### src/hdl/csr_pkg.sv
/*
 * Shared widths, typedefs, identity constants and CSR addresses
 * for the core CSR data block
 */
package csr_pkg;

    // Datapath and machine sizes
    localparam int XLEN           = 32;
    localparam int NUM_WARPS      = 4;
    localparam int NUM_THREADS    = 4;
    localparam int NUM_FPU_BLOCKS = 2;
    localparam int NUM_CORES      = 8;
    localparam int NW_BITS        = $clog2(NUM_WARPS);

    // Floating-point control fields, mode sits above the flags
    localparam int FFLAGS_BITS = 5;
    localparam int FRM_BITS    = 3;
    localparam int FCSR_BITS   = FRM_BITS + FFLAGS_BITS;

    // Identity and configuration values
    localparam logic [XLEN-1:0] VENDOR_ID  = 32'h0000_0000;
    localparam logic [XLEN-1:0] ARCH_ID    = 32'h0000_0001;
    localparam logic [XLEN-1:0] IMPL_ID    = 32'h0000_0001;
    // RV32 with I, M and F extensions
    localparam logic [XLEN-1:0] MISA_VALUE = 32'h4000_1120;
    localparam logic [XLEN-1:0] LMEM_BASE  = 32'hFFFF_0000;

    // Standard floating-point and machine CSRs
    localparam logic [11:0] CSR_FFLAGS    = 12'h001;
    localparam logic [11:0] CSR_FRM       = 12'h002;
    localparam logic [11:0] CSR_FCSR      = 12'h003;
    localparam logic [11:0] CSR_SATP      = 12'h180;
    localparam logic [11:0] CSR_MSTATUS   = 12'h300;
    localparam logic [11:0] CSR_MISA      = 12'h301;
    localparam logic [11:0] CSR_MEDELEG   = 12'h302;
    localparam logic [11:0] CSR_MIDELEG   = 12'h303;
    localparam logic [11:0] CSR_MIE       = 12'h304;
    localparam logic [11:0] CSR_MTVEC     = 12'h305;
    localparam logic [11:0] CSR_MSCRATCH  = 12'h340;
    localparam logic [11:0] CSR_MEPC      = 12'h341;
    localparam logic [11:0] CSR_PMPCFG0   = 12'h3A0;
    localparam logic [11:0] CSR_PMPADDR0  = 12'h3B0;
    localparam logic [11:0] CSR_MNSTATUS  = 12'h744;
    localparam logic [11:0] CSR_MVENDORID = 12'hF11;
    localparam logic [11:0] CSR_MARCHID   = 12'hF12;
    localparam logic [11:0] CSR_MIMPID    = 12'hF13;

    // Counters, low halves and high halves
    localparam logic [11:0] CSR_MCYCLE    = 12'hB00;
    localparam logic [11:0] CSR_MINSTRET  = 12'hB02;
    localparam logic [11:0] CSR_MCYCLEH   = 12'hB80;
    localparam logic [11:0] CSR_MINSTRETH = 12'hB82;

    // User performance windows
    localparam logic [11:0] CSR_MPM_USER    = 12'hB03;
    localparam logic [11:0] CSR_MPM_USER_H  = 12'hB83;
    localparam int          MPM_WINDOW_SIZE = 32;

    // GPU specific block
    localparam logic [11:0] CSR_WARP_ID        = 12'hCC0;
    localparam logic [11:0] CSR_CORE_ID        = 12'hCC1;
    localparam logic [11:0] CSR_ACTIVE_THREADS = 12'hCC2;
    localparam logic [11:0] CSR_ACTIVE_WARPS   = 12'hCC3;
    localparam logic [11:0] CSR_NUM_THREADS    = 12'hCC4;
    localparam logic [11:0] CSR_NUM_WARPS      = 12'hCC5;
    localparam logic [11:0] CSR_NUM_CORES      = 12'hCC6;
    localparam logic [11:0] CSR_LOCAL_MEM_BASE = 12'hCC7;

    typedef logic [XLEN-1:0]        xlen_t;
    typedef logic [11:0]            csr_addr_t;
    typedef logic [NW_BITS-1:0]     wid_t;
    typedef logic [NUM_THREADS-1:0] tmask_t;
    typedef logic [NUM_WARPS-1:0]   wmask_t;
    typedef logic [FFLAGS_BITS-1:0] fflags_t;
    typedef logic [FRM_BITS-1:0]    frm_t;
    typedef logic [FCSR_BITS-1:0]   fcsr_t;
    typedef logic [63:0]            ctr_t;

    // Which field of the control register a CSR write touches
    typedef enum logic [1:0] {
        NONE,
        FFLAGS,
        FRM,
        FCSR
    } fcsr_wr_e;

endpackage

### src/hdl/fpu_csr_if.sv
/*
 * Link between one FPU block and the control register bank
 */
`timescale 1ns/1ps

interface fpu_csr_if
    import csr_pkg::*;
();

    // Exception flag update from the FPU
    logic    write_enable;
    wid_t    write_wid;
    fflags_t write_fflags;

    // Rounding mode lookup
    wid_t    read_wid;
    frm_t    read_frm;

    modport fpu (
        output write_enable,
        output write_wid,
        output write_fflags,
        output read_wid,
        input  read_frm
    );

    modport bank (
        input  write_enable,
        input  write_wid,
        input  write_fflags,
        input  read_wid,
        output read_frm
    );

endinterface

### src/hdl/csr_data_unit.sv
/*
 * CSR data block top level
 * Plain ports mapped onto the FPU links, control bank and CSR decode
 */
`timescale 1ns/1ps

module csr_data_unit
    import csr_pkg::*;
#(
    parameter int CORE_ID = 0
) (
    input  logic                          clk,
    input  logic                          reset,

    input  xlen_t                         startup_arg,
    input  ctr_t                          cycles,
    input  ctr_t                          instret,
    input  wmask_t                        active_warps,
    input  tmask_t  [NUM_WARPS-1:0]       thread_masks,

    // CSR read port
    input  logic                          read_enable,
    input  wid_t                          read_wid,
    input  csr_addr_t                     read_addr,
    output xlen_t                         read_data_ro,
    output xlen_t                         read_data_rw,
    output logic                          read_addr_invalid,

    // CSR write port
    input  logic                          write_enable,
    input  wid_t                          write_wid,
    input  csr_addr_t                     write_addr,
    input  xlen_t                         write_data,
    output logic                          write_addr_invalid,

    // FPU blocks, one entry per block
    input  logic    [NUM_FPU_BLOCKS-1:0]  fpu_flag_valid,
    input  wid_t    [NUM_FPU_BLOCKS-1:0]  fpu_flag_wid,
    input  fflags_t [NUM_FPU_BLOCKS-1:0]  fpu_flags,
    input  wid_t    [NUM_FPU_BLOCKS-1:0]  fpu_frm_wid,
    output frm_t    [NUM_FPU_BLOCKS-1:0]  fpu_frm
);

    fcsr_wr_e fcsr_wr_kind;
    wid_t     fcsr_wr_wid;
    fcsr_t    fcsr_wr_data;
    fcsr_t    fcsr_rd_value;

    fpu_csr_if fpu_if [NUM_FPU_BLOCKS] ();

    // FPU side of each link driven from the flat ports
    for (genvar i = 0; i < NUM_FPU_BLOCKS; i++) begin : g_fpu_bind
        assign fpu_if[i].write_enable = fpu_flag_valid[i];
        assign fpu_if[i].write_wid    = fpu_flag_wid[i];
        assign fpu_if[i].write_fflags = fpu_flags[i];
        assign fpu_if[i].read_wid     = fpu_frm_wid[i];
        assign fpu_frm[i]             = fpu_if[i].read_frm;
    end

    fcsr_bank fcsr_bank (
        .clk           (clk),
        .reset         (reset),
        .fcsr_wr_kind  (fcsr_wr_kind),
        .fcsr_wr_wid   (fcsr_wr_wid),
        .fcsr_wr_data  (fcsr_wr_data),
        .read_wid      (read_wid),
        .fcsr_rd_value (fcsr_rd_value),
        .fpu           (fpu_if)
    );

    csr_machine_regs #(
        .CORE_ID (CORE_ID)
    ) csr_machine_regs (
        .clk                (clk),
        .reset              (reset),
        .startup_arg        (startup_arg),
        .cycles             (cycles),
        .instret            (instret),
        .active_warps       (active_warps),
        .thread_masks       (thread_masks),
        .read_enable        (read_enable),
        .read_wid           (read_wid),
        .read_addr          (read_addr),
        .write_enable       (write_enable),
        .write_wid          (write_wid),
        .write_addr         (write_addr),
        .write_data         (write_data),
        .fcsr_rd_value      (fcsr_rd_value),
        .fcsr_wr_kind       (fcsr_wr_kind),
        .fcsr_wr_wid        (fcsr_wr_wid),
        .fcsr_wr_data       (fcsr_wr_data),
        .read_data_ro       (read_data_ro),
        .read_data_rw       (read_data_rw),
        .read_addr_invalid  (read_addr_invalid),
        .write_addr_invalid (write_addr_invalid)
    );

endmodule

### src/hdl/csr_machine_regs.sv
/*
 * CSR address decode, machine scratch register and read multiplexing
 */
`timescale 1ns/1ps

module csr_machine_regs
    import csr_pkg::*;
#(
    parameter int CORE_ID = 0
) (
    input  logic                    clk,
    input  logic                    reset,

    input  xlen_t                   startup_arg,
    input  ctr_t                    cycles,
    input  ctr_t                    instret,
    input  wmask_t                  active_warps,
    input  tmask_t [NUM_WARPS-1:0]  thread_masks,

    input  logic                    read_enable,
    input  wid_t                    read_wid,
    input  csr_addr_t               read_addr,

    input  logic                    write_enable,
    input  wid_t                    write_wid,
    input  csr_addr_t               write_addr,
    input  xlen_t                   write_data,

    // Control register bank
    input  fcsr_t                   fcsr_rd_value,
    output fcsr_wr_e                fcsr_wr_kind,
    output wid_t                    fcsr_wr_wid,
    output fcsr_t                   fcsr_wr_data,

    output xlen_t                   read_data_ro,
    output xlen_t                   read_data_rw,
    output logic                    read_addr_invalid,
    output logic                    write_addr_invalid
);

    xlen_t mscratch;
    logic  write_known;
    logic  read_known;

    // Scratch register, seeded from the startup argument
    always_ff @(posedge clk) begin
        if (reset) begin
            mscratch <= startup_arg;
        end else if (write_enable && (write_addr == CSR_MSCRATCH)) begin
            mscratch <= write_data;
        end
    end

    // Write decode
    always_comb begin
        fcsr_wr_kind = NONE;
        fcsr_wr_data = '0;
        write_known  = 1'b1;
        case (write_addr)
            CSR_FFLAGS: begin
                fcsr_wr_kind = FFLAGS;
                fcsr_wr_data = {{FRM_BITS{1'b0}}, write_data[FFLAGS_BITS-1:0]};
            end
            CSR_FRM: begin
                fcsr_wr_kind = FRM;
                fcsr_wr_data = {write_data[FRM_BITS-1:0], {FFLAGS_BITS{1'b0}}};
            end
            CSR_FCSR: begin
                fcsr_wr_kind = FCSR;
                fcsr_wr_data = write_data[FCSR_BITS-1:0];
            end
            CSR_MSCRATCH: begin
            end
            // Trap and supervisor registers swallow writes
            CSR_SATP, CSR_MSTATUS, CSR_MNSTATUS, CSR_MEDELEG, CSR_MIDELEG,
            CSR_MIE, CSR_MTVEC, CSR_MEPC, CSR_PMPCFG0, CSR_PMPADDR0: begin
            end
            default: begin
                write_known = 1'b0;
            end
        endcase
        if (!write_enable) begin
            fcsr_wr_kind = NONE;
        end
    end

    assign fcsr_wr_wid        = write_wid;
    assign write_addr_invalid = write_enable && !write_known;

    // Read decode
    always_comb begin
        read_data_ro = '0;
        read_data_rw = '0;
        read_known   = 1'b1;
        case (read_addr)
            CSR_MVENDORID:      read_data_ro = VENDOR_ID;
            CSR_MARCHID:        read_data_ro = ARCH_ID;
            CSR_MIMPID:         read_data_ro = IMPL_ID;
            CSR_MISA:           read_data_ro = MISA_VALUE;

            CSR_FFLAGS:   read_data_rw = xlen_t'(fcsr_rd_value[FFLAGS_BITS-1:0]);
            CSR_FRM:      read_data_rw = xlen_t'(fcsr_rd_value[FCSR_BITS-1:FFLAGS_BITS]);
            CSR_FCSR:     read_data_rw = xlen_t'(fcsr_rd_value);
            CSR_MSCRATCH: read_data_rw = mscratch;

            CSR_WARP_ID:        read_data_ro = xlen_t'(read_wid);
            CSR_CORE_ID:        read_data_ro = xlen_t'(CORE_ID);
            CSR_ACTIVE_THREADS: read_data_ro = xlen_t'(thread_masks[read_wid]);
            CSR_ACTIVE_WARPS:   read_data_ro = xlen_t'(active_warps);
            CSR_NUM_THREADS:    read_data_ro = xlen_t'(NUM_THREADS);
            CSR_NUM_WARPS:      read_data_ro = xlen_t'(NUM_WARPS);
            CSR_NUM_CORES:      read_data_ro = xlen_t'(NUM_CORES);
            CSR_LOCAL_MEM_BASE: read_data_ro = LMEM_BASE;

            // 64-bit counters split into halves
            CSR_MCYCLE:         read_data_ro = cycles[31:0];
            CSR_MCYCLEH:        read_data_ro = cycles[63:32];
            CSR_MINSTRET:       read_data_ro = instret[31:0];
            CSR_MINSTRETH:      read_data_ro = instret[63:32];

            CSR_SATP, CSR_MSTATUS, CSR_MNSTATUS, CSR_MEDELEG, CSR_MIDELEG,
            CSR_MIE, CSR_MTVEC, CSR_MEPC, CSR_PMPCFG0, CSR_PMPADDR0: begin
                read_data_ro = '0;
            end

            default: begin
                // Performance windows are legal but read as zero
                read_known =
                    ((read_addr >= CSR_MPM_USER)
                     && (read_addr < CSR_MPM_USER + csr_addr_t'(MPM_WINDOW_SIZE)))
                    || ((read_addr >= CSR_MPM_USER_H)
                     && (read_addr < CSR_MPM_USER_H + csr_addr_t'(MPM_WINDOW_SIZE)));
            end
        endcase
    end

    assign read_addr_invalid = read_enable && !read_known;

endmodule

### src/hdl/fcsr_bank.sv
/*
 * Per-warp floating-point control registers
 * FPU flag merging, CSR field writes and rounding-mode lookups
 */
`timescale 1ns/1ps

module fcsr_bank
    import csr_pkg::*;
(
    input  logic      clk,
    input  logic      reset,

    // CSR side write, already aligned to the register layout
    input  fcsr_wr_e  fcsr_wr_kind,
    input  wid_t      fcsr_wr_wid,
    input  fcsr_t     fcsr_wr_data,

    // CSR side read
    input  wid_t      read_wid,
    output fcsr_t     fcsr_rd_value,

    fpu_csr_if.bank   fpu [NUM_FPU_BLOCKS]
);

    fcsr_t [NUM_WARPS-1:0] fcsr_q;
    fcsr_t [NUM_WARPS-1:0] fcsr_d;

    // Flattened FPU update requests
    logic    [NUM_FPU_BLOCKS-1:0] upd_enable;
    wid_t    [NUM_FPU_BLOCKS-1:0] upd_wid;
    fflags_t [NUM_FPU_BLOCKS-1:0] upd_fflags;

    for (genvar i = 0; i < NUM_FPU_BLOCKS; i++) begin : g_fpu_port
        assign upd_enable[i] = fpu[i].write_enable;
        assign upd_wid[i]    = fpu[i].write_wid;
        assign upd_fflags[i] = fpu[i].write_fflags;

        // Rounding mode straight from the registered state
        assign fpu[i].read_frm = fcsr_q[fpu[i].read_wid][FCSR_BITS-1:FFLAGS_BITS];
    end

    // Next state
    always_comb begin
        fcsr_d = fcsr_q;

        // Sticky flags, blocks hitting the same warp stack up
        for (int i = 0; i < NUM_FPU_BLOCKS; i++) begin
            if (upd_enable[i]) begin
                fcsr_d[upd_wid[i]][FFLAGS_BITS-1:0] =
                    fcsr_d[upd_wid[i]][FFLAGS_BITS-1:0] | upd_fflags[i];
            end
        end

        // Software write overrides the merged field
        case (fcsr_wr_kind)
            FFLAGS: begin
                fcsr_d[fcsr_wr_wid][FFLAGS_BITS-1:0] = fcsr_wr_data[FFLAGS_BITS-1:0];
            end
            FRM: begin
                fcsr_d[fcsr_wr_wid][FCSR_BITS-1:FFLAGS_BITS] =
                    fcsr_wr_data[FCSR_BITS-1:FFLAGS_BITS];
            end
            FCSR: begin
                fcsr_d[fcsr_wr_wid] = fcsr_wr_data;
            end
            default: begin
            end
        endcase
    end

    always_ff @(posedge clk) begin
        if (reset) begin
            fcsr_q <= '0;
        end else begin
            fcsr_q <= fcsr_d;
        end
    end

    // Full value for the CSR read path
    assign fcsr_rd_value = fcsr_q[read_wid];

endmodule

### config.mk
export PLATFORM = sky130hd
export DESIGN_NAME = csr_data_unit
export DESIGN_NICKNAME = d
export VERILOG_FILES = /design/src/hdl/csr_pkg.sv /design/src/hdl/fpu_csr_if.sv /design/src/hdl/csr_data_unit.sv /design/src/hdl/csr_machine_regs.sv /design/src/hdl/fcsr_bank.sv
export SDC_FILE = /design/constraint.sdc
export NUM_CORES = 1
export LEC_CHECK = 0
export BUFFER_PORTS_ARGS = -buffer_cell sky130_fd_sc_hd__buf_2
export CAP_MARGIN = 25
export CORE_AREA = 2 2 129 131
export CTS_BUF_LIST = sky130_fd_sc_hd__clkbuf_4 sky130_fd_sc_hd__clkbuf_8
export CTS_CLUSTER_DIAMETER = 100
export DETAILED_ROUTE_END_ITERATION = 16
export DIE_AREA = 0 0 131 133
export HOLD_SLACK_MARGIN = 0.08
export PLACE_DENSITY = 0.71
export SLEW_MARGIN = 20
export SYNTH_ARGS = -nofsm -noshare
export SYNTH_HDL_FRONTEND = slang
export SYNTH_SLANG_ARGS = --single-unit
### constraint.sdc
create_clock -name clk -period 1.6 [get_ports clk]
set_clock_uncertainty 0.05 [all_clocks]
set_input_delay 0.08 -clock clk [delete_from_list [all_inputs] [get_ports clk]]
set_output_delay 0.08 -clock clk [all_outputs]
set_load 0.005 [all_outputs]
Word level (Yosys, flattened, before mapping)
Cells that the tools add are included.

Register bits: 64. Logic and storage cells: 122.

Reductions and logical operators: 16. Bitwise gates (word level): 2. $lt $le $gt $ge: 13. Eq/ne operators: 47. Multiplexer cells: 39.

Operator list (count): case mux 32 bit (12 select lines) (1); equality test 12 x 10 -> 1 bit (second input constant) (19); equality test 12 bit (second input constant) (15); bitwise mux 32 bit (5); two-way mux 32 bit (4); case mux 32 bit (4 select lines) (1); case mux 32 bit (3 select lines) (1); binary-select mux 8 bit (select 2 bit) (5); demux 8 bit (select 2 bit) (5); equality test 12 x 2 -> 1 bit (second input constant) (4); two-way mux 8 bit (5); OR reduction 30 bit (1); two-way mux 5 bit (5); equality test 12 x 1 -> 1 bit (second input constant) (2); equality test 12 x 11 -> 1 bit (second input constant) (2); equality test 12 x 9 -> 1 bit (second input constant) (2); >= comparator 12 bit (second input constant) (2); less-than comparator 12 bit (second input constant) (2); case mux 8 bit (3 select lines) (1); less-than comparator 2 x 3 -> 1 bit (second input constant) (6); OR reduction 14 bit (1); bitwise OR 5 bit (2); binary-select mux 4 bit (select 2 bit) (1); logical AND 1 bit (8); 11 further kinds (17).

Logic depth before layout (Yosys ltp)
Word-level depth: 13. Gate-level depth with buffers: 9. Gate-level depth less buffers: 5.

Cells and area by module
A second synthesis with hierarchy kept.

Cells, all modules: 550. Area, all modules: 5216.3 um2.

By module, submodules not included: csr_machine_regs (seq. area each 960.9 um2, cells each 366, area an instance 3407.0 um2, times used 1); fcsr_bank (seq. area each 640.6 um2, cells each 184, area an instance 1809.2 um2, times used 1).

Worst setup path after synthesis
Ideal clock, no wire load.

Path type: input to register. From: in reset. To: reg csr_machine_regs.mscratch[0], enable pin. Stages on the path: 3. Path slack: -87 ps. Required time: 1173 ps. Buffers on the path: 2. Data arrival time: 1260 ps. Path through: clkbuf_1 -> clkbuf_1 -> a31o_2.

Longest elaborated chain between the ends: 1.

Ends and longest elaborated chain: from (decl) (RTL line csr_data_unit.sv:13) `input logic reset,`; nonzero test 2 bit (no source line); to (signal assigned) (RTL line csr_machine_regs.sv:48) `mscratch <= startup_arg;`; to (signal assigned) (RTL line csr_machine_regs.sv:50) `mscratch <= write_data;`; to (decl) (RTL line csr_machine_regs.sv:41) `xlen_t mscratch;`.

Every way passes these cells. A chain may end at the register's enable or synchronous reset.

Worst setup path after layout
From: in read_addr[5]. To: out read_data_ro[4].

Longest elaborated chain between the ends: 3.

Ends and longest elaborated chain: from (decl) (RTL line csr_data_unit.sv:24) `input csr_addr_t read_addr,`; equality test 12 bit (RTL line csr_machine_regs.sv:95) `case (read_addr)`; OR reduction 2 bit (no source line); case mux 32 bit (12 select lines) * (RTL line csr_machine_regs.sv:95); to (decl) (RTL line csr_data_unit.sv:25) `output xlen_t read_data_ro,`.

Mark *: on every way between the ends. The rest lies on a longest branch, timed or not.

==> results.tsv <==
metric	value	unit
hold slack	0.112	ns
pre-CTS WS	-0.638	ns
final setup margin	-0.321	ns
Iteration-0 DRC Markers	594	
WS Path Type	input port to primary output	
CTS Root Cell	clkbuf_8	
Vias/cell	5.56	
number of synthesized flops with an enable pin	32	
CP Launch Type	input port	
placed inst area	7610	sq um
commonest non-fill, non-tap cell in the layout	buf_2	
num ports	336	
PwrDens	493	nW/um^2
post-synthesis sequential area ratio	32.0	%
FF/Latch Area	1610	sq um
# fillers	1360	
starting density of the core	30.9	%
Hold EP	fcsr_bank.fcsr_q[27]	
Max-slew headroom	65.5	%
clock sinks	64	
endpoint class of the critical path	primary output	
Placeable Area	16200	sq um
RSZ-0062 raised after global routing	true	
Synth Flop Type	edfxtp_1	
worst vdd ir	361	uV
worst hold path depth	4	
final setup violation count	65	
GRT Resource Usage Total	28.1	%
largest net degree at the start of global routing	27	
FF+latch count, synth	64	
clk_lat worst skew	0.34	ns
Port Buf Inserts	335	
Die Wd	131	um
critical path arrival	1.79	ns
Min Clock Period, post-route	1.92	ns
Synth warnings	0	
most frequent cells in the layout	302 x buf_2, 94 x buf_4, 68 x dlygate4sd3_1	
r2r endpoint	fcsr_bank.fcsr_q[26]	
Multi-input gate area	3480	sq um
first-pass GRT wire length	37200	um
Num CTS Buffers	9	
total congestion overflow	0	
Mapped Nets	804	
vias in the first global route	7104	
CP Max Fanout	7	
Lkg Pwr	4.44	nW
CTS clk-pin slew, worst paths	0.07	ns
highest clock rate	520	MHz
initial antenna violation count	2	
synth unique cells	60	
Die Ht	133	um
Final Hold Fails	0	
CTS H-Tree Depth	3	
TritonCTS clock tree	yes	
status	finished, violations left	
layout cells sized above 1	58.7	%
clk buf depth	2	
Placer Congestion	0.962	
Die ar.	17400	sq um
Post-Syn Area	5000	sq um
mean area per synthesized cell	9.27	sq um
row count	47	
Min-Delay Startpoint	fpu_flags[8]	
Nets	1303	
max-cap violations	0	
ys async rst share	0	%
drt total wl	25700	um
routed vias	7035	
R2R setup slack	0.57	ns
1st-pass router iterations	9	
worst reg2reg path startpoint	fcsr_bank.fcsr_q[26]	
area added between synthesis and finish	89.4	%
Design Area, Final	9480	sq um
Post-Synthesis Cells	540	
overall power	4.67	mW
worst reg2reg path depth	4	
post-DP HPWL	18400	um
fin crit share	120	%
Critical Path RT	1.47	ns
failing checks	setup timing	
Slew @ Worst Pin	0.516	ns
Slew Limit Fails	0	
post-route ant nets	0	
detailed-route wire length per cell	20.3	um
worst hold path type	input port to flop	
drt drc	0	
## what timing repair did
action                                  CTS  global route
pin swaps                                61            26
gates cloned                              5             1
buffers inserted                         18            12
endpoints found under the setup margin   65            65
hold buffers                             68             0
hold endpoints to repair                 42             0
resized for setup                       118            31
## cell type report
| class | count | share of cell area [%] |
|---|---|---|
| well taps | 220 | 2.90 |
| clock buffers | 11 | 1.53 |
| repair buffers | 533 | 40.8 |
| diodes | 2 | 0.0528 |
| multi-input cells | 427 | 36.8 |
| inverters | 4 | 0.158 |
| flip-flops and latches | 64 | 17.0 |
| clock inverters | 5 | 0.818 |
## cells by family after synthesis
logic type,count (synthesis),synth area share [%]
and+or+nand+nor,240,25.6
DFF,64,32.0
buffers and inverters,49,4.50
AOI/OAI and AO/OA,124,20.1
xor gates and xnor gates,3,0.525
muxes,60,17.3
## cells in the mapped netlist, types with 4 or more instances
library cell  instances  share of area [%]
nand2b_1              6               0.75
nand3_1               9               0.90
and3_1                6               0.75
a222oi_1             16                3.2
a221o_1              15                3.0
nand4b_1              4               0.70
a22oi_1              17                2.5
nor2_1               47                3.5
nor3_1               36                3.6
a22o_1                7                1.2
a21oi_1              12                1.2
dfxtp_1              32                 13
nor2b_1               5               0.63
inv_1                 4               0.30
nand2_1              62                4.6
mux2i_1              10                2.0
edfxtp_1             32                 19
mux2_2               32                7.2
nor4_1                6               0.75
buf_2                19                1.9
or3_1                 4               0.50
a221oi_1             23                4.0
o21ai_0              11                1.1
and2_1               25                3.1
nand4_1               8                1.0
clkbuf_1             21                1.6
a211oi_1              6               0.90
mux4_2               18                8.1
## routing by layer
layer | share of wire (%) | routed length (um) | GRT usage [%]
met1 | 34 | 8640 | 29.6
met2 | 51 | 13200 | 50.1
met3 | 8.7 | 2250 | 6.31
met4 | 6.3 | 1610 | 17.1
met5 | 0 | 0 | 0
## stage by stage
stage	cells	setup TNS, ns	utilization (%)
2_1_floorplan	540	-0.613	-
3_3_place_gp	1148	-17.19	47.1
3_5_place_dp	1148	-18.51	47.1
4_1_cts	1255	-9.11	57.3
5_1_grt	1266	-15.91	58.6
6_report	1266	-12.08	58.6
## how the worst max path moves through the flow
stage / start / to / slack, ns / depth (start not counted)
final: read_addr[5] / read_data_ro[4] / -0.32 / 10
after global routing: read_addr[5] / read_data_ro[18] / -0.38 / 9
after CTS: flop / read_data_rw[0] / -0.28 / 4
after detailed placement: read_addr[3] / read_addr_invalid / -0.64 / 10
after global placement: read_addr[3] / read_addr_invalid / -0.62 / 10
after floorplan: read_addr[3] / read_data_ro[2] / -0.05 / 8
## power by group
part	total (mW)	switching, mW	leakage (nW)	internal [mW]
clock network	1.60	0.667	0.118	0.937
registers	1.88	0.0385	0.578	1.84
logic	1.19	0.508	3.74	0.679
total	4.67	1.21	4.44	3.46
## critical path, stage by stage
cell and delay, ns:
buf_8 0.10, or4_4 0.56, buf_6 0.16, nor3_4 0.24, buf_12 0.16, buf_12 0.12, buf_12 0.10, a222oi_1 0.06
nand2_1 0.09, buf_2 0.11
Power figures use the tool's default switching activity.
